**src/hw/sram_test_defines.svh**
```systemverilog
/* geometry of the sram test chip and the bit layout of the scan packet
   depths must be powers of two no larger than 2**SRAM_ADDR_W */
`ifndef SRAM_TEST_DEFINES_SVH
`define SRAM_TEST_DEFINES_SVH

// memory geometry
`define SRAM_ADDR_W 9
`define SRAM_DATA_W 32
`define SRAM_MASK_W 4
`define SRAM_CHIPS 2
`define SRAM0_DEPTH 256
`define SRAM1_DEPTH 512

// total scan packet length
`define PKT_W 123

// field lsb positions, addr0 sits at the top
`define PKT_ADDR0_LSB 114
`define PKT_DIN0_LSB 82
`define PKT_CSB0_LSB 80
`define PKT_WEB0_LSB 79
`define PKT_WMASK0_LSB 75
`define PKT_ADDR1_LSB 66
`define PKT_CSB1_LSB 64
`define PKT_DATA0_LSB 32
`define PKT_DATA1_LSB 0

`endif

```
**src/hw/sram_test_pkg.sv**
```systemverilog
/* shared vector types and the sequencer state encoding
   widths come from the defines header */
`default_nettype none

`include "sram_test_defines.svh"

package sram_test_pkg;

   // one word address, shared by both ports
   typedef logic [`SRAM_ADDR_W-1:0] sram_addr_t;

   // one data word
   typedef logic [`SRAM_DATA_W-1:0] sram_data_t;

   // byte enables, bit i covers byte i
   typedef logic [`SRAM_MASK_W-1:0] sram_mask_t;

   // active low selects, bit i selects memory i
   typedef logic [`SRAM_CHIPS-1:0] sram_csb_t;

   // access sequencer states
   typedef enum logic [1:0] {
      IDLE,
      ACCESS,
      CAPTURE
   } ctrl_state_t;

endpackage

`default_nettype wire

```
**src/hw/sram_test_ctrl.sv**
```systemverilog
/* runs one access per go pulse, go pulses while busy are dropped
   memories see active selects only in the ACCESS cycle
   results are valid together with capture_o, two cycles after go */
`timescale 1ns/10ps
`default_nettype none

`include "sram_test_defines.svh"

module sram_test_ctrl (
   input  wire                       clk,
   input  wire                       resetn,
   input  wire                       global_csb_i,
   input  wire                       go_i,
   // packet fields from the scan chain
   input  sram_test_pkg::sram_addr_t addr0_i,
   input  sram_test_pkg::sram_data_t din0_i,
   input  sram_test_pkg::sram_csb_t  csb0_i,
   input  wire                       web0_i,
   input  sram_test_pkg::sram_mask_t wmask0_i,
   input  sram_test_pkg::sram_addr_t addr1_i,
   input  sram_test_pkg::sram_csb_t  csb1_i,
   // shared memory port signals
   output sram_test_pkg::sram_addr_t sram_addr0_o,
   output sram_test_pkg::sram_data_t sram_din0_o,
   output logic                      sram_web0_o,
   output sram_test_pkg::sram_mask_t sram_wmask0_o,
   output sram_test_pkg::sram_addr_t sram_addr1_o,
   output sram_test_pkg::sram_csb_t  sram_csb0_o,
   output sram_test_pkg::sram_csb_t  sram_csb1_o,
   // read data of every memory
   input  sram_test_pkg::sram_data_t dout0_i [`SRAM_CHIPS],
   input  sram_test_pkg::sram_data_t dout1_i [`SRAM_CHIPS],
   // results towards the scan chain
   output logic                      capture_o,
   output sram_test_pkg::sram_data_t data0_o,
   output sram_test_pkg::sram_data_t data1_o
);

   import sram_test_pkg::*;

   ctrl_state_t state_q;
   ctrl_state_t state_d;

   // selects used by the last access, for result steering
   sram_csb_t sel0_q;
   sram_csb_t sel1_q;

   always_comb begin
      state_d = state_q;
      case (state_q)
         IDLE:    if (go_i) state_d = ACCESS;
         ACCESS:  state_d = CAPTURE;
         CAPTURE: state_d = IDLE;
         default: state_d = IDLE;
      endcase
   end

   always_ff @(posedge clk) begin
      if (!resetn) begin
         state_q <= IDLE;
         sel0_q  <= '1;
         sel1_q  <= '1;
      end else begin
         state_q <= state_d;
         if (state_q == ACCESS) begin
            sel0_q <= sram_csb0_o;
            sel1_q <= sram_csb1_o;
         end
      end
   end

   // address and data go straight through, selects gate the access
   assign sram_addr0_o  = addr0_i;
   assign sram_din0_o   = din0_i;
   assign sram_web0_o   = web0_i;
   assign sram_wmask0_o = wmask0_i;
   assign sram_addr1_o  = addr1_i;

   // global_csb_i forces every memory off
   assign sram_csb0_o = (state_q == ACCESS && !global_csb_i) ? csb0_i : '1;
   assign sram_csb1_o = (state_q == ACCESS && !global_csb_i) ? csb1_i : '1;

   // outputs are one cycle behind the access, so CAPTURE is the slot
   assign capture_o = (state_q == CAPTURE);

   // lowest numbered selected memory wins, zero when none was selected
   always_comb begin
      data0_o = '0;
      data1_o = '0;
      for (int i = `SRAM_CHIPS - 1; i >= 0; i--) begin
         if (!sel0_q[i]) data0_o = dout0_i[i];
         if (!sel1_q[i]) data1_o = dout1_i[i];
      end
   end

   // no memory is touched outside the access slot
   a_csb_idle: assert property (
      @(posedge clk) disable iff (!resetn)
      (state_q != ACCESS) |-> (&sram_csb0_o && &sram_csb1_o)
   ) else $error("sram_test_ctrl: chip select low outside ACCESS");

   // a late go must not start a second access
   a_go_busy: assert property (
      @(posedge clk) disable iff (!resetn)
      (go_i && state_q != IDLE) |=> (state_q != ACCESS)
   ) else $error("sram_test_ctrl: go taken while busy");

endmodule

`default_nettype wire

```
**config.mk**
```make
export PLATFORM = sky130hd
export DESIGN_NAME = sram_test_ctrl
export DESIGN_NICKNAME = d
export VERILOG_FILES = /design/src/hw/sram_test_pkg.sv /design/src/hw/sram_test_ctrl.sv
export VERILOG_INCLUDE_DIRS = /design/src /design/src/hw
export SDC_FILE = /design/constraint.sdc
export NUM_CORES = 1
export LEC_CHECK = 0
export ABC_AREA = 1
export ABC_CLOCK_PERIOD_IN_PS = 1300
export BUFFER_PORTS_ARGS = -buffer_cell sky130_fd_sc_hd__buf_2
export CORE_AREA = 2 2 122 124
export CTS_CLUSTER_DIAMETER = 50
export CTS_CLUSTER_SIZE = 30
export DETAILED_ROUTE_END_ITERATION = 6
export DIE_AREA = 0 0 124 126
export GPL_TIMING_DRIVEN = 0
export SLEW_MARGIN = 20
export SYNTH_ARGS = -nofsm -noshare
export SYNTH_HDL_FRONTEND = slang
export SYNTH_SLANG_ARGS = --single-unit
```
**constraint.sdc**
```tcl
create_clock -name clk -period 1.3 [get_ports clk]
set_clock_uncertainty 0.15 [all_clocks]
set_input_delay 0.13 -clock clk [delete_from_list [all_inputs] [get_ports clk]]
set_output_delay 0.13 -clock clk [all_outputs]
set_load 0.02 [all_outputs]
```
==> flow_summary.toml, run 1 <==
[run_status]
status = "complete, but fails checks"
failed_checks = "setup timing"

[clock_network]
worstSkewPairLatency_ps = 220
cts-root-buf = "clkbuf_16"
clock-sinks = 6
cts_buffers = 3
clk_path_buf_depth = 2
path_clk_slew_ps = 30
tritoncts = "done"
htree_levels = 1

[routing]
vias = 2999
routedWlPerCell_um = 13.71
drt.antenna.violating_nets = 0
drc = 0
viasPerCell = 3.870
dr.pass1.iters = 4
wl_mm = 10.63
drt_iter0_drc = 70

[sta]
min_period_over_period_pct = 115.1
rsz0062_at_grt = "yes"
max_slew_margin_pct = 82.25
post-route-min-period_ps = 1496
tightestPinTransition_ps = 266.3
final_max_slew_viol_count = 0
max_freq_mhz = 668.3
layout_setup_ws_ps = -196.3
final-setup-viol-count = 66
hold_violations = 0

[critical_path]
critical_path_buf_inv_count = 3
path_cells = "clkbuf_16, buf_12, o21ai_4, buf_6"
r2r_slack_ps = -40
critPathSlowestCell = "dfxtp_4"
r2r_cells = 6
critical_path.top_delay_family = "buffers and inverters"
worst_r2r_endpoint = "sel1_q[0]$_SDFFE_PN1N_"
worst_ep_required_time_ps = 1020
slowest_delay_ps = 360
cp_max_fo = 6
path_class = "flop to output pin"
crit_path_end_kind = "output pin"
worstPathArrival_ps = 1220
crit_path_start_kind = "flop"
reg2reg_from = "sel1_q[0]$_SDFFE_PN1N_"

[synth]
avgSynthCellArea_um2 = 5.747
yosysMostFrequentCell = "inv_1"
seq_area_frac_synth_pct = 6.852
syn_nets = 496
synth_area_leader_cell = "buf_4"
yosys-top-cells-area = "buf_4 (25%), nand3_1 (19%), inv_1 (16%), o21ai_0 (13%), dfxtp_1 (6.9%)"
async_reset_ff_share_pct = 0
synth_ff_type = "dfxtp_1"
ys_types = 14
synthesis.area_um2 = 1753
syn_inst = 305
yosys-top-cells-count = "inv_1 (73), nand3_1 (68), buf_4 (59)"
synth_top_area_share_pct = 25.27
synth_warnings = 0
ys_ff_latch = 6
synth_edf_count = 0

[power_and_ir_drop]
peakVddDrop_v = 0.0005716
powerDensity_nw_per_um2 = 545.9
power_leakage_nw = 2.563

[die]
die_area_um2 = 15620
io_pins = 315
dieWidth_um = 124
start_util_pct = 12.25
placementRows = 44
coreArea_um2 = 14310
fp.dieH_um = 126

[layout]
antennaDiodeCount = 0
drive_above_1_share_pct = 78.17
final_nets = 784
post-route-util_pct = 33.17
syn_to_final_growth_pct = 170.9

[hold_path]
min_from = "resetn"
min_path_type = "primary input to flop"
whs_endpoint = "sel0_q[1]$_SDFFE_PN1N_"
whs_path_depth = 2

[placement]
dp_slack_ps = -161.7
routabilityCongestion = 0.7702
dp_hpwl_mm = 7.492
port_buffers = 259

[global_route]
antenna_found_initial = 0
track_usage_pct = 10.31
grt_pass1_vias = 2584
grt_max_degree = 11
grt_pass1_wl_mm = 12.90
grt_overflow = 0

[job]
maxCapViolCount = 0
[how the worst max path moves through the flow]
| stage | startpoint | to | slack, ps | cells after the start |
|---|---|---|---|---|
| after floorplan | sel0_q[0]$_SDFFE_PN1N_ | data0_o[12] | -30 | 3 |
| after global placement | sel0_q[1]$_SDFFE_PN1N_ | data0_o[19] | -170 | 5 |
| after detailed placement | sel0_q[1]$_SDFFE_PN1N_ | data0_o[19] | -160 | 5 |
| after CTS | sel0_q[1]$_SDFFE_PN1N_ | data0_o[3] | -230 | 5 |
| after global routing | sel0_q[0]$_SDFFE_PN1N_ | data0_o[22] | -250 | 5 |
| final | sel1_q[0]$_SDFFE_PN1N_ | data1_o[29] | -200 | 4 |
[layout by cell type (no fill, tap or decap), types with 2 or more instances in the layout]
cell type,netlist,routed
nand2_1,9,5
buf_12,0,6
buf_4,59,89
nand3_2,0,36
inv_1,73,70
buf_6,6,50
dfxtp_4,0,2
nor2_1,4,3
nand3_1,68,19
buf_2,2,192
o21ai_4,0,8
o21ai_0,44,5
nand3_4,0,13
o21ai_1,24,24
clkbuf_16,0,12
o21ai_2,0,31
nand2_2,1,4
buf_8,6,9
dfxtp_2,0,3
[state kept, by name (all words and copies together), names as in the netlist]
register and flops:
state_q 2, sel0_q 2, sel1_q 2
[stage by stage]
step                      instance area [um^2]  total power, mW  instances  setup TNS (ps)  hold WS, ps
after floorplan                           1753           0.9721        305          -694.0        64.17
after global placement                    3279            1.489        748           -3087        205.7
after detailed placement                  3279            1.495        748           -3140        207.0
after CTS                                 3790            2.194        763          -10320        3.159
after global routing                      4748            2.735        775          -12870        18.22
final                                     4748            2.592        775           -9673        3.636
[cell families (layout without fill, tap and decap cells)]
| family | count (synthesis) | count (layout) | synth area share [%] |
|---|---|---|---|
| simple gates | 83 | 83 | 22.84 |
| buf+inv | 148 | 434 | 50.89 |
| compound gates | 68 | 68 | 19.41 |
| flops | 6 | 6 | 6.853 |
[layer usage]
layer  share of wire [%]  track usage, %  vias to the layer above
li1                    -               -                     1497
met1                  43           14.06                     1367
met2                  51           18.23                      125
met3                 5.2          0.7246                       10
met4                0.56           1.124                        0
met5                   0               0                        -
[final cells by class]
class / instances / area, um^2
flip-flops and latches: 6 / 131.4
plain buffers: 75 / 710.7
clock buffers: 3 / 75.07
inverters: 73 / 281.5
well taps: 184 / 230.2
fillers: 1518 / 9565
repair buffers: 283 / 2007
multi-input cells: 151 / 1313
[power by group]
group	internal, mW	switching, mW
clock	0.394	0.0934
sequential	0.198	0.0179
combinational	0.936	0.954
[repair_timing]
action,4_1_cts,5_1_grt
pin swaps,11,27
endpoints found under the setup margin,68,68
setup buffers,8,2
gates cloned,3,10
endpoints found under the hold margin,1,0
hold buffers,1,0
gates resized for setup,131,185
No activity file was read; power rests on OpenSTA's default activity.
==> inputs of run 2 (changes only) <==
--- a/config.mk
+++ b/config.mk
@@ -15,6 +15,7 @@
 export DETAILED_ROUTE_END_ITERATION = 6
 export DIE_AREA = 0 0 124 126
 export GPL_TIMING_DRIVEN = 0
+export PLACE_DENSITY = 0.54
 export SLEW_MARGIN = 20
 export SYNTH_ARGS = -nofsm -noshare
 export SYNTH_HDL_FRONTEND = slang
==> flow_summary.toml, run 2 (synthesized netlist as in run 1, its figures left out) <==
[run_status]
status = "complete, but fails checks"
failed_checks = "setup timing"

[routing]
wl_mm = 10.20
drt_iter0_drc = 118
routedWlPerCell_um = 13.17
drc = 0
dr.pass1.iters = 4
viasPerCell = 3.811
vias = 2950
drt.antenna.violating_nets = 0

[critical_path]
worstPathArrival_ps = 1220
r2r_slack_ps = 90
crit_path_end_kind = "output pin"
reg2reg_from = "sel1_q[0]$_SDFFE_PN1N_"
worst_ep_required_time_ps = 1020
r2r_cells = 5
worst_r2r_endpoint = "sel1_q[0]$_SDFFE_PN1N_"
cp_max_fo = 10
crit_path_start_kind = "flop"
path_class = "flop to output pin"

[layout]
seq_area_um2 = 135.1
final_cell_mix = "buf_2 (192), buf_4 (88), inv_1 (70)"
final_common_cell = "buf_2"
fillerInstances = 1534
drive_above_1_share_pct = 78.64
finalNonFillerCells = 774
top_regs = "sel0_q (2), sel1_q (2), state_q (2)"
final_nets = 783
fin_area_um2 = 4664
antennaDiodeCount = 0
syn_to_final_growth_pct = 166.1
multiInputGateArea_um2 = 1291

[global_route]
grt_pass1_vias = 2562
antenna_found_initial = 0
grt_overflow = 0
grt_max_degree = 11
grt_pass1_wl_mm = 12.85
track_usage_pct = 10.21

[sta]
post-route-min-period_ps = 1504
max_freq_mhz = 664.7
max_slew_margin_pct = 83.72
min_period_over_period_pct = 115.7
hold_violations = 0
rsz0062_at_grt = "yes"
tightestPinTransition_ps = 244.2
tns_ps = -10050
final_max_slew_viol_count = 0
layout_setup_ws_ps = -204.3
final-setup-viol-count = 64

[clock_network]
clk_path_buf_depth = 2
cts_buffers = 3
worstSkewPairLatency_ps = 230
htree_levels = 1
cts-root-buf = "clkbuf_16"
clock-sinks = 6
path_clk_slew_ps = 30
tritoncts = "done"

[hold_path]
whs_path_depth = 3
min_path_type = "primary input to flop"
min_from = "csb1_i[1]"
whs_endpoint = "sel1_q[1]$_SDFFE_PN1N_"

[power_and_ir_drop]
peakVddDrop_v = 0.0003829
powerDensity_nw_per_um2 = 547.0
totalPowerFinal_mw = 2.551
power_leakage_nw = 2.538

[placement]
routabilityCongestion = 0.8030
placed_cell_area_um2 = 3279
dp_hpwl_mm = 7.359
dp.cells = 748
port_buffers = 259
dp_slack_ps = -208.2

[die]
coreArea_um2 = 14310
dieWidth_um = 124
start_util_pct = 12.25
die_area_um2 = 15620
io_pins = 315
fp.dieH_um = 126
placementRows = 44

[job]
maxCapViolCount = 0
-- run 2: cell count changes in the layout (fill, tap and decap cells not counted), sizes merged --
| cell | delta |
|---|---|
| clkbuf | -2 |
| dlygate4sd3 | +1 |
-- run 2: timing repair --
| action | 4_1_cts | 5_1_grt |
|---|---|---|
| cloned | 1 | 7 |
| endpoints found under the hold margin | 2 | 0 |
| hold buffers | 2 | 0 |
| pin swaps | 8 | 16 |
| resized for setup | 137 | 173 |
| setup endpoints to repair | 68 | 69 |
| setup buffers | 11 | 2 |
-- run 2: worst max path at each step --
stage	start	slack, ps	to
after global routing	sel0_q[0]$_SDFFE_PN1N_	-250	data0_o[14]
after detailed placement	sel0_q[1]$_SDFFE_PN1N_	-210	data0_o[14]
final	sel0_q[0]$_SDFFE_PN1N_	-200	data0_o[15]
after floorplan	sel0_q[0]$_SDFFE_PN1N_	-30	data0_o[12]
after CTS	sel1_q[0]$_SDFFE_PN1N_	-230	data1_o[11]
after global placement	sel0_q[0]$_SDFFE_PN1N_	-220	data0_o[2]
-- run 2: cell type report --
| cell class | instances | share of cell area, % |
|---|---|---|
| repair buffers | 282 | 41.82 |
| inverters | 73 | 5.982 |
| plain buffers | 75 | 15.08 |
| well taps | 184 | 4.936 |
| clock buffers | 3 | 1.609 |
| multi-input cells | 151 | 27.68 |
| flip-flops and latches | 6 | 2.897 |
-- run 2: routing by layer --
metal	vias up	global-route usage (%)	wire length [um]
li1	1483	-	-
met1	1340	14.24	4299
met2	121	17.55	5295
met3	6	0.6793	549
met4	0	1.388	52
met5	-	0	0
-- run 2: worst max-delay path: stages (launching register included) --
cell	delay (ps)
dfxtp_4	360
clkbuf_16	160
buf_12	150
o21ai_2	180
buf_6	150
-- run 2: stage by stage --
stage,hold slack [ps],utilization [%]
finish,9.238,32.59
floorplan,64.17,-
global placement,208.4,22.91
detailed placement,214.9,22.91
global route,25.72,32.59
CTS,6.476,26.41
-- run 2: power by group --
| group | total, mW | switching [mW] | internal, mW |
|---|---|---|---|
| Sequential | 0.215 | 0.0177 | 0.197 |
| Combinational | 1.84 | 0.930 | 0.907 |
| Clock | 0.499 | 0.104 | 0.395 |
| Total | 2.55 | 1.05 | 1.50 |
