## src/hw/sram_test_defines.svh

```systemverilog
/* geometry of the sram test chip and the bit layout of the scan packet
   depths must be powers of two no larger than 2**SRAM_ADDR_W */
`ifndef SRAM_TEST_DEFINES_SVH
`define SRAM_TEST_DEFINES_SVH

// memory geometry
`define SRAM_ADDR_W 9
`define SRAM_DATA_W 32
`define SRAM_MASK_W 4
`define SRAM_CHIPS 2
`define SRAM0_DEPTH 256
`define SRAM1_DEPTH 512

// total scan packet length
`define PKT_W 123

// field lsb positions, addr0 sits at the top
`define PKT_ADDR0_LSB 114
`define PKT_DIN0_LSB 82
`define PKT_CSB0_LSB 80
`define PKT_WEB0_LSB 79
`define PKT_WMASK0_LSB 75
`define PKT_ADDR1_LSB 66
`define PKT_CSB1_LSB 64
`define PKT_DATA0_LSB 32
`define PKT_DATA1_LSB 0

`endif

```

## src/hw/sram_test_pkg.sv

```systemverilog
/* shared vector types and the sequencer state encoding
   widths come from the defines header */
`default_nettype none

`include "sram_test_defines.svh"

package sram_test_pkg;

   // one word address, shared by both ports
   typedef logic [`SRAM_ADDR_W-1:0] sram_addr_t;

   // one data word
   typedef logic [`SRAM_DATA_W-1:0] sram_data_t;

   // byte enables, bit i covers byte i
   typedef logic [`SRAM_MASK_W-1:0] sram_mask_t;

   // active low selects, bit i selects memory i
   typedef logic [`SRAM_CHIPS-1:0] sram_csb_t;

   // access sequencer states
   typedef enum logic [1:0] {
      IDLE,
      ACCESS,
      CAPTURE
   } ctrl_state_t;

endpackage

`default_nettype wire

```

## src/hw/scan_chain.sv

```systemverilog
/* packet register, loaded serially from gpio or in parallel from the la bus
   in_select_i high picks gpio mode, low picks la mode
   shifting while capture_i is high is not allowed */
`timescale 1ns/10ps
`default_nettype none

`include "sram_test_defines.svh"

module scan_chain (
   input  wire                       clk,
   input  wire                       resetn,
   // mode and serial side
   input  wire                       in_select_i,
   input  wire                       scan_i,
   input  wire                       gpio_in_i,
   input  wire                       sram_load_i,
   output logic                      gpio_out_o,
   // parallel la side
   input  wire                       la_in_load_i,
   input  wire                       la_sram_load_i,
   input  wire  [`PKT_W-1:0]         la_data_i,
   output logic [`PKT_W-1:0]         la_data_o,
   // packet fields towards the sequencer
   output sram_test_pkg::sram_addr_t addr0_o,
   output sram_test_pkg::sram_data_t din0_o,
   output sram_test_pkg::sram_csb_t  csb0_o,
   output logic                      web0_o,
   output sram_test_pkg::sram_mask_t wmask0_o,
   output sram_test_pkg::sram_addr_t addr1_o,
   output sram_test_pkg::sram_csb_t  csb1_o,
   output logic                      go_o,
   // read results coming back
   input  wire                       capture_i,
   input  sram_test_pkg::sram_data_t data0_i,
   input  sram_test_pkg::sram_data_t data1_i
);

   logic [`PKT_W-1:0] pkt_q;
   logic [`PKT_W-1:0] pkt_d;

   // load strobe of the active mode
   logic load_sel_w;
   // previous samples for the edge detects
   logic load_sel_q;
   logic la_in_load_q;

   // a mode switch with the other strobe high can look like an edge
   assign load_sel_w = in_select_i ? sram_load_i : la_sram_load_i;

   always_comb begin
      pkt_d = pkt_q;
      if (in_select_i) begin
         // gpio mode, msb leaves first
         if (scan_i) begin
            pkt_d = {pkt_q[`PKT_W-2:0], gpio_in_i};
         end
      end else if (la_in_load_i && !la_in_load_q) begin
         // la mode, whole packet on the rising edge
         pkt_d = la_data_i;
      end
      // results overwrite only the two data fields
      if (capture_i) begin
         pkt_d[`PKT_DATA0_LSB +: `SRAM_DATA_W] = data0_i;
         pkt_d[`PKT_DATA1_LSB +: `SRAM_DATA_W] = data1_i;
      end
   end

   always_ff @(posedge clk) begin
      if (!resetn) begin
         pkt_q        <= '0;
         load_sel_q   <= 1'b0;
         la_in_load_q <= 1'b0;
         go_o         <= 1'b0;
      end else begin
         pkt_q        <= pkt_d;
         load_sel_q   <= load_sel_w;
         la_in_load_q <= la_in_load_i;
         // single cycle pulse per rising strobe
         go_o         <= load_sel_w & ~load_sel_q;
      end
   end

   // observation ports
   assign gpio_out_o = pkt_q[`PKT_W-1];
   assign la_data_o  = pkt_q;

   // field decode
   assign addr0_o  = pkt_q[`PKT_ADDR0_LSB +: `SRAM_ADDR_W];
   assign din0_o   = pkt_q[`PKT_DIN0_LSB +: `SRAM_DATA_W];
   assign csb0_o   = pkt_q[`PKT_CSB0_LSB +: `SRAM_CHIPS];
   assign web0_o   = pkt_q[`PKT_WEB0_LSB];
   assign wmask0_o = pkt_q[`PKT_WMASK0_LSB +: `SRAM_MASK_W];
   assign addr1_o  = pkt_q[`PKT_ADDR1_LSB +: `SRAM_ADDR_W];
   assign csb1_o   = pkt_q[`PKT_CSB1_LSB +: `SRAM_CHIPS];

   // the sequencer result slot must not collide with a shift
   a_no_scan_on_capture: assert property (
      @(posedge clk) disable iff (!resetn) capture_i |-> !scan_i
   ) else $error("scan_chain: scan_i high during capture");

endmodule

`default_nettype wire

```

## config.mk

```make
export PLATFORM = sky130hd
export DESIGN_NAME = scan_chain
export DESIGN_NICKNAME = d
export VERILOG_FILES = /design/src/hw/sram_test_pkg.sv /design/src/hw/scan_chain.sv
export VERILOG_INCLUDE_DIRS = /design/src /design/src/hw
export SDC_FILE = /design/constraint.sdc
export NUM_CORES = 1
export LEC_CHECK = 0
export BUFFER_PORTS_ARGS = -buffer_cell sky130_fd_sc_hd__buf_2
export CAP_MARGIN = 20
export CORE_AREA = 2 2 147 149
export DETAILED_ROUTE_END_ITERATION = 6
export DIE_AREA = 0 0 149 151
export PLACE_DENSITY_LB_ADDON = 0.05
export SYNTH_ARGS = -nofsm -noshare
export SYNTH_HDL_FRONTEND = slang
export SYNTH_SLANG_ARGS = --single-unit
```

## constraint.sdc

```tcl
create_clock -name clk -period 3.6 [get_ports clk]
set_input_delay 0.72 -clock clk [delete_from_list [all_inputs] [get_ports clk]]
set_output_delay 0.72 -clock clk [all_outputs]
set_load 0.02 [all_outputs]
```

==> run_results.csv, run 1 <==
group,metric,value,unit
run_status,status,"finished, final reports clean",
setup_path,crit_chain,"buf_4, nor2_1, nand2_2, buf_4, o221ai_1",
clock_tree,hold_buffers,0,
timing,finalHoldViolations,0,
setup_path,crit_path_end,"la_data_o[31]",
timing,finalHoldWorstSlack,0.3835,ns
grt,track_usage,0.1982,
synthesis,syn-num-nets,900,
route,drc,0,
synthesis,synth-main-ff-cell,"dfxtp_1",
synthesis,yosysWarnings,0,
synthesis,yosys.area.top_type,"dfxtp_1",
synthesis,synth_enable_flop_cells,0,
timing,clock_skew,0.008719,ns
grt,grt_pass1_wl,34910,um
clock_tree,cts_tree,"built",
die,die_h,151,um
setup_path,worstPathRequired,3.86,ns
die,initial_core_util,0.3377,
clock_tree,h-tree-depth,4,
power,p_leak,0.005087,uW
route,first_pass_iters,5,
route,antenna_left,0,
setup_path,worst-path-max-fanout,32,
place,dp_cells,1236,
clock_tree,cts_max_path_buffers,2,
die,die-area,0.02250,mm2
grt,grt_max_degree,65,
timing,setup_viol,0,
timing,fin_crit_sh,0.5741,
clock_tree,clk_latency,0.41,ns
place,hpwl,16020,um
timing,worstMarginPinSlew,0.8489,ns
power,p_per_area,478.7,mW/mm2
clock_tree,post_cts_resized,0,
cells_and_area,layout.nets,1176,
die,die_width,149,um
synthesis,syn-cell-area,0.007032,mm2
timing,slew_headroom,0.4341,
min_path,hold_path.class,"flip-flop to flip-flop",
synthesis,postSynth.asyncResetShare,0,
route,drtIter0Drc,289,
power,ir_drop,0.2624,mV
setup_path,ff2ff_setup_slack,2.03,ns
synthesis,synth_top_cell_area_share,0.3587,
route,wl_per_cell,18.78,um
setup_path,critical_path_class,"input port to flip-flop",
synthesis,synth_most_common_cell,"mux2i_1",
cells_and_area,drive_gt1_frac,0.4310,
setup_path,startpoint,"in_select_i",
grt,antenna_found_initial,6,
flow_run,drv_cap,0,
die,fp.coreArea,0.02082,mm2
clock_tree,cts_setup_buffers,0,
cells_and_area,post-route-util,0.4457,
setup_path,reg2reg_depth,4,
setup_path,regToRegStartpoint,"la_in_load_q",
timing,finalCriticalPeriod,2.067,ns
grt,grt_pass1_vias,6072,
synthesis,netlist_top_cells_count,"188 x mux2i_1, 126 x dfxtp_1, 64 x nand3_1, 64 x o221ai_1, 61 x buf_4",
clock_tree,cts_buffers,17,
route,num_vias,6627,
die,ioPinCount,380,
setup_path,cp-end-kind,"flip-flop",
synthesis,avgSynthCellArea,9.988,um2
cells_and_area,syn_to_final_growth,31.99,%
synthesis,synthTopCellsByArea,"dfxtp_1 36%, mux2i_1 27%, o211a_1 8.4%, o221ai_1 8.0%, buf_4 6.5%",
place,port_buffers,379,
place,place.gp.congestion,0.7427,
setup_path,cp_slowest_cell,"nand2_2",
die,rows,53,
clock_tree,root_buffer,"clkbuf_16",
synthesis,ys_types,19,
timing,rsz0062_at_grt,"no",
setup_path,crit_top_cell,"buf_4",
setup_path,reg2reg_to,"la_data_o[104]",
route,via_per_inst,5.210,
cells_and_area,final_cells,1272,
setup_path,slowest_delay,0.56,ns
setup_path,cp-start-kind,"input port",
synthesis,netlist_instances,704,
clock_tree,clkSlewWorstSetupHoldPaths,0.06,ns
setup_path,crit_arrival,2.32,ns
synthesis,yosysSeqAreaShare,0.3587,
route,drt_wl_total,23890,um
timing,setup_tns,0,ns
synthesis,synth_seq_cells,126,
grt,grt_overflow,0,
power,power,4443,uW
timing,max_freq,483.9,MHz
timing,finalMaxSlewViolations,0,
clock_tree,cts_num_sinks,126,
## stage by stage
step           cell area, um2  setup slack (ns)
6_report                 9281             1.533
4_1_cts                  9271             1.557
5_1_grt                  9279             1.458
2_1_floorplan            7032             1.725
3_3_place_gp             8631             1.122
3_5_place_dp             8631             1.115
## placed cells by master (no fill, tap or decap), drive strengths merged
cell type	synthesis	layout
nand3b	1	1
or2	1	1
diode	0	4
bufinv	0	4
buf	93	391
nand2	1	1
inv	0	1
clkinv	0	5
nor2b	3	3
o221ai	64	64
and2	2	2
clkinvlp	0	3
dfxtp	126	126
o21ai	59	59
nand3	64	64
nor2	1	1
clkbuf	41	19
o211a	59	59
nor3b	1	1
mux2i	188	188
## layer usage
layer  share of wire  track usage  wire length, um
met1            0.43       0.2573            10300
met2            0.49       0.3263            11660
met3           0.064      0.04488             1531
met4           0.016      0.06571              386
met5         0.00054            0               13
## final cells by class
type / count / area [um2]
fill: 2134 / 11540
multi-input combinational: 444 / 3732
sequential: 126 / 2522
timing repair buffer: 391 / 2032
clock buffer: 19 / 452.9
tap: 275 / 344.1
clock inverter: 13 / 187.7
antenna: 4 / 10.01
## worst max-delay path, delay by kind of cell
| family | cells | cell delay (ns) |
|---|---|---|
| AO/OA/AOI/OAI | 1 | 0.14 |
| buffers and inverters | 2 | 0.74 |
| AND/OR/NAND/NOR | 2 | 0.68 |
## logic make-up (layout without fill, tap and decap cells)
family	Yosys count	in the layout	synth area share
mux	188	188	0.2676
simple gates	74	74	0.05605
other cells	0	4	0
compound gates	182	182	0.2057
buf+inv	134	423	0.1119
flops	126	126	0.3587
## report_power, final
group / internal, uW / leakage [uW] / switching, uW
Sequential: 1510 / 0.00104 / 120
Clock: 1200 / 0.000306 / 664
Combinational: 398 / 0.00374 / 553
## flip-flops by register name (all words and copies together), names as in the netlist
register,cells
go_o,1
la_data_o,123
la_in_load_q,1
load_sel_q,1
## worst min-delay path by stage
stage               start   end  cells after the start
6_report       load_sel_q  go_o                      1
3_3_place_gp   load_sel_q  go_o                      1
2_1_floorplan  load_sel_q  go_o                      1
4_1_cts        load_sel_q  go_o                      1
5_1_grt        load_sel_q  go_o                      1
3_5_place_dp   load_sel_q  go_o                      1
Note: power is estimated with default switching activity, not from simulation.
==> run 2, diff against run 1 <==
ABC_AREA = 1   (was default)
CORE_AREA = 2 2 146 148   (was 2 2 147 149)
DIE_AREA = 0 0 148 150   (was 0 0 149 151)
clock period = 1.8 ns   (was 3.6 ns; I/O delays follow)
==> run_results.csv, run 2 <==
group,metric,value,unit
route,drtIter0Drc,341,
cells_and_area,largest_reg_flops,123,
cells_and_area,syn_to_final_growth,29.12,%
synthesis,synth-main-ff-cell,"dfxtp_1",
timing,fin_crit_sh,0.7685,
synthesis,netlist_instances,1284,
route,num_vias,8378,
setup_path,worstPathRequired,1.44,ns
synthesis,yosysWarnings,0,
cells_and_area,final_cell_mix,"378 x buf_2, 377 x nand2_1, 185 x nor2_1",
setup_path,worst-path-max-fanout,3,
clock_tree,h-tree-depth,4,
timing,timing.final.ws_setup,0.4166,ns
min_path,hold-path-cell-count,3,
grt,grt_pass1_wl,38630,um
synthesis,synthTopCellsByArea,"dfxtp_1 33%, nand2_1 18%, nor2_1 9.0%, nand3_1 8.0%, buf_4 7.1%",
synthesis,synthMuxAreaShare,0,
setup_path,slowest_delay,0.41,ns
clock_tree,post_cts_resized,0,
clock_tree,cts_setup_buffers,0,
die,die_width,148,um
route,wl_per_cell,13.48,um
die,fp.coreArea,0.02069,mm2
cells_and_area,layout.nets,1751,
synthesis,yosysSeqAreaShare,0.3256,
timing,rsz0062_at_grt,"no",
setup_path,ff2ff_setup_slack,0.57,ns
setup_path,cp-end-kind,"output pin",
place,place.gp.congestion,0.7966,
power,p_per_area,920.6,mW/mm2
clock_tree,cts_tree,"built",
cells_and_area,n_antenna_cell,0,
timing,finalCriticalPeriod,1.383,ns
setup_path,reg2reg_to,"la_data_o[46]",
synthesis,avgSynthCellArea,6.034,um2
synthesis,yosys.area_share.simple,0.4088,
timing,setup_tns,0,ns
synthesis,synth-adder-area-share,0,
cells_and_area,fillers,2257,
clock_tree,cts_num_sinks,126,
setup_path,cp_slowest_cell,"dfxtp_1",
route,first_pass_iters,4,
setup_path,crit_chain,"buf_2",
grt,track_usage,0.2177,
timing,finalMaxSlewViolations,0,
setup_path,crit_arrival,1.02,ns
timing,setup_viol,0,
cells_and_area,drive_gt1_frac,0.3202,
clock_tree,hold_buffers,0,
synthesis,synth_top_cell_area_share,0.3256,
synthesis,yosys.area.top_type,"dfxtp_1",
clock_tree,cts_max_path_buffers,2,
run_status,status,"finished, final reports clean",
timing,slew_headroom,0.5430,
die,ioPinCount,380,
setup_path,regToRegStartpoint,"la_in_load_q",
route,via_per_inst,4.546,
route,antenna_left,0,
grt,grt_max_degree,94,
place,hpwl,17490,um
synthesis,synth_enable_flop_cells,0,
synthesis,netlist_top_cells_count,"379 x nand2_1, 185 x nor2_1, 128 x inv_1, 126 x dfxtp_1, 124 x nand3_1",
die,rows,53,
grt,antenna_found_initial,6,
timing,clock_skew,0.01016,ns
clock_tree,cts_buffers,17,
synthesis,yosys.area_share.xor_xnor,0,
synthesis,synth_top_family_by_area,"simple AND/OR/NAND/NOR gates",
setup_path,worstPathBufferInverterCount,1,
timing,max_freq,722.9,MHz
setup_path,reg2reg_depth,8,
place,port_buffers,379,
clock_tree,root_buffer,"clkbuf_16",
grt,grt_pass1_vias,7663,
setup_path,cp-start-kind,"flip-flop",
grt,grt_overflow,0,
power,ir_drop,0.6087,mV
die,initial_core_util,0.3745,
synthesis,ys_types,19,
setup_path,startpoint,"la_data_o[70]",
setup_path,worst-path-stages,1,
place,place_ws,0.1712,ns
die,die_h,150,um
cells_and_area,final_common_cell,"buf_2",
synthesis,synth_most_common_cell,"nand2_1",
route,drt_wl_total,24850,um
clock_tree,clkSlewWorstSetupHoldPaths,0.05,ns
setup_path,critPathTopFamily,"flip-flops",
power,p_leak,0.005449,uW
synthesis,postSynth.asyncResetShare,0,
synthesis,syn-cell-area,0.007747,mm2
die,die-area,0.02220,mm2
timing,worstMarginPinSlew,0.6855,ns
synthesis,synth_seq_cells,126,
setup_path,crit_path_end,"addr1_o[4]",
min_path,hold_path.class,"input port to flip-flop",
synthesis,synth_compound_area_frac,0.08091,
route,drc,0,
flow_run,drv_cap,0,
synthesis,syn-num-nets,1480,
setup_path,critical_path_class,"flip-flop to output pin",
timing,finalHoldViolations,0,
clock_tree,clk_latency,0.42,ns
## run 2: cell types whose count changed after synthesis, sizes merged, moves of 64 or more
| cell | previous run | this run |
|---|---|---|
| o221ai | 64 | 0 |
| mux2i | 188 | 0 |
| nand2 | 1 | 380 |
| inv | 0 | 130 |
| nor2 | 1 | 186 |
| a21oi | 0 | 64 |
## run 2: cell families after synthesis
kind of cell | after synthesis
buffers and inverters | 278
flip-flops | 126
AO/OA/AOI/OAI | 124
AND/OR/NAND/NOR | 756
## run 2: worst min path at each step
| stage | startpoint | to | slack, ns |
|---|---|---|---|
| floorplan | load_sel_q | go_o | 0.38 |
| global placement | load_sel_q | go_o | 0.40 |
| detailed placement | load_sel_q | go_o | 0.40 |
| CTS | la_in_load_i | la_in_load_q | 0.14 |
| global route | la_in_load_i | la_in_load_q | 0.16 |
| finish | la_in_load_i | la_in_load_q | 0.16 |
## run 2: power by group
part	switching, uW	internal (uW)	leakage [uW]
logic	1450	887	0.00410
clock network	1330	2260	0.000297
registers	217	3060	0.00105
## run 2: through the flow
stage / instances / util / power (uW) / hold WS, ns / area, um2
finish: 1843 / 0.4835 / 9209 / 0.1638 / 10000
global route: 1843 / 0.4835 / 9767 / 0.1617 / 10000
CTS: 1843 / 0.4835 / 9345 / 0.1375 / 10000
detailed placement: 1811 / 0.4537 / 5694 / 0.4007 / 9388
global placement: 1811 / 0.4537 / 5687 / 0.4007 / 9388
floorplan: 1284 / - / 4986 / 0.3752 / 7747
## run 2: per-layer routing
metal | vias to the layer above | global-route usage | routed length (um)
met2 | 263 | 0.3706 | 11880
met1 | 3677 | 0.2618 | 10590
met5 | - | 0 | 44
li1 | 4392 | - | -
met3 | 38 | 0.06646 | 1893
met4 | 8 | 0.07238 | 449
## run 2: cell type report
cell class	instances	area (um2)	area share
multi-input combinational	880	3811	0.3810
inverter	130	490.5	0.04903
clock buffer	20	456.7	0.04565
clock inverter	12	158.9	0.01588
sequential	126	2522	0.2522
timing repair buffer	400	2220	0.2219
tap	275	344.1	0.03440
## run 2: worst reg2reg max path, stage by stage, from the launching register on
cell and delay [ns]:
dfxtp_1 0.34, inv_1 0.04, nand2_1 0.05, nand2_1 0.08
nand2_4 0.11, buf_4 0.30, nand2_1 0.09, nand2_1 0.07
nor2_1 0.05
==> run 3, diff against run 2 <==
CORE_AREA = 2 2 148 150   (was 2 2 146 148)
DIE_AREA = 0 0 150 152   (was 0 0 148 150)
clock period = 1.34 ns   (was 1.8 ns; I/O delays follow)
==> run_results.csv, run 3 (synthesis results as in run 2) <==
group,metric,value,unit
setup_path,ff2ff_setup_slack,0.12,ns
die,die_h,152,um
timing,slew_headroom,0.7644,
cells_and_area,post-route-util,0.4796,
cells_and_area,final_cell_mix,"378 x buf_2, 377 x nand2_1, 185 x nor2_1",
setup_path,worstPathBufferInverterCount,1,
die,die_width,150,um
clock_tree,clk_latency,0.41,ns
cells_and_area,largest_reg_flops,123,
route,routed.top_layer,"met5",
setup_path,reg2reg_depth,7,
cells_and_area,drive_gt1_frac,0.3272,
route,drt-met1-wl,10460,um
timing,finalHoldWorstSlack,0.07107,ns
die,fp.coreArea,0.02135,mm2
timing,setup_viol,0,
timing,finalCriticalPeriod,1.273,ns
setup_path,critical_path_class,"flip-flop to output pin",
setup_path,reg2reg_to,"la_data_o[15]",
cells_and_area,multi_input_area,0.003811,mm2
setup_path,cp-end-kind,"output pin",
place,place.gp.congestion,0.7918,
clock_tree,cts_tree,"built",
route,num_vias,8515,
min_path,hold-path-cell-count,3,
route,drc,0,
route,drtIter0Drc,368,
route,wl_met2,12470,um
setup_path,worst-path-max-fanout,3,
route,antenna_left,0,
cells_and_area,syn_to_final_growth,32.17,%
min_path,hold_path.class,"input port to flip-flop",
place,hpwl,18180,um
clock_tree,cts_buffers,17,
route,first_pass_iters,5,
grt,antenna_found_initial,3,
die,ioPinCount,380,
timing,worstMarginPinSlew,0.3534,ns
timing,finalMaxSlewViolations,0,
clock_tree,cts_num_sinks,126,
power,p_leak,0.005568,uW
grt,grt_pass1_vias,7679,
timing,max_freq,785.7,MHz
setup_path,regToRegStartpoint,"la_in_load_q",
timing,timing.final.ws_setup,0.06726,ns
clock_tree,clkSlewWorstSetupHoldPaths,0.06,ns
power,ir_drop,0.7365,mV
setup_path,slowest_delay,0.39,ns
setup_path,startpoint,"la_data_o[20]",
setup_path,worstPathRequired,1.07,ns
clock_tree,cts_max_path_buffers,2,
setup_path,crit_chain,"buf_2",
route,drt_wl_total,25090,um
setup_path,worst-path-stages,1,
flow_run,drv_cap,0,
power,p_per_area,1228,mW/mm2
grt,track_usage,0.2133,
place,port_buffers,379,
timing,rsz0062_at_grt,"no",
die,rows,54,
cells_and_area,final_common_cell,"buf_2",
cells_and_area,fillers,2356,
setup_path,critPathTopFamily,"flip-flops",
timing,setup_tns,0,ns
timing,clock_skew,0.007620,ns
timing,fin_crit_sh,0.9498,
route,via_per_inst,4.568,
timing,finalHoldViolations,0,
clock_tree,hold_buffers,0,
clock_tree,h-tree-depth,4,
grt,grt_pass1_wl,38870,um
place,place_ws,-0.1152,ns
clock_tree,root_buffer,"clkbuf_16",
grt,grt_overflow,0,
cells_and_area,layout.nets,1767,
cells_and_area,regArea,0.002524,mm2
setup_path,crit_path_end,"la_data_o[20]",
route,wl_per_cell,13.46,um
setup_path,cp_slowest_cell,"dfxtp_1",
die,initial_core_util,0.3629,
setup_path,crit_arrival,1.00,ns
grt,grt_max_degree,65,
route,wl_met3,1788,um
die,die-area,0.02280,mm2
clock_tree,cts_setup_buffers,0,
setup_path,cp-start-kind,"flip-flop",
run_status,status,"finished, final reports clean",
run 3: final cells by class:
type | instances | area share
Sequential cell | 126 | 0.2465
Multi-Input combinational cell | 880 | 0.3722
Clock inverter | 11 | 0.01613
Tap cell | 280 | 0.03421
Clock buffer | 20 | 0.04460
Timing Repair Buffer | 416 | 0.2383
Inverter | 130 | 0.04790
Antenna cell | 1 | 0.0002444
run 3: how the worst min path moves through the flow:
stage | slack (ns) | from | endpoint
floorplan | 0.36 | la_in_load_i | la_in_load_q
global placement | 0.38 | load_sel_q | go_o
detailed placement | 0.38 | load_sel_q | go_o
CTS | 0.05 | la_in_load_i | la_in_load_q
global route | 0.07 | la_in_load_i | la_in_load_q
finish | 0.07 | la_in_load_i | la_in_load_q
run 3: per-stage QoR:
| step | total power, uW | instances | area, um2 |
|---|---|---|---|
| after floorplan | 6698 | 1284 | 7747 |
| after detailed placement | 7754 | 1832 | 9614 |
| final | 12570 | 1864 | 10240 |
| after global placement | 7736 | 1832 | 9614 |
| after global routing | 13310 | 1863 | 10240 |
| after CTS | 12760 | 1863 | 10240 |
run 3: per-layer routing:
layer / GRT usage / vias up
li1: - / 4421
met1: 0.2582 / 3791
met2: 0.3744 / 272
met3: 0.05135 / 27
met4: 0.05795 / 4
met5: 0 / -
run 3: timing repair:
action	in CTS	in global routing
endpoints found under the hold margin	0	0
resized for setup	1	0
endpoints found under the setup margin	2	0
run 3: where the power goes:
part	internal [uW]	switching (uW)
combinational	1270	1980
clock	3190	1740
sequential	4110	289
total	8570	4000
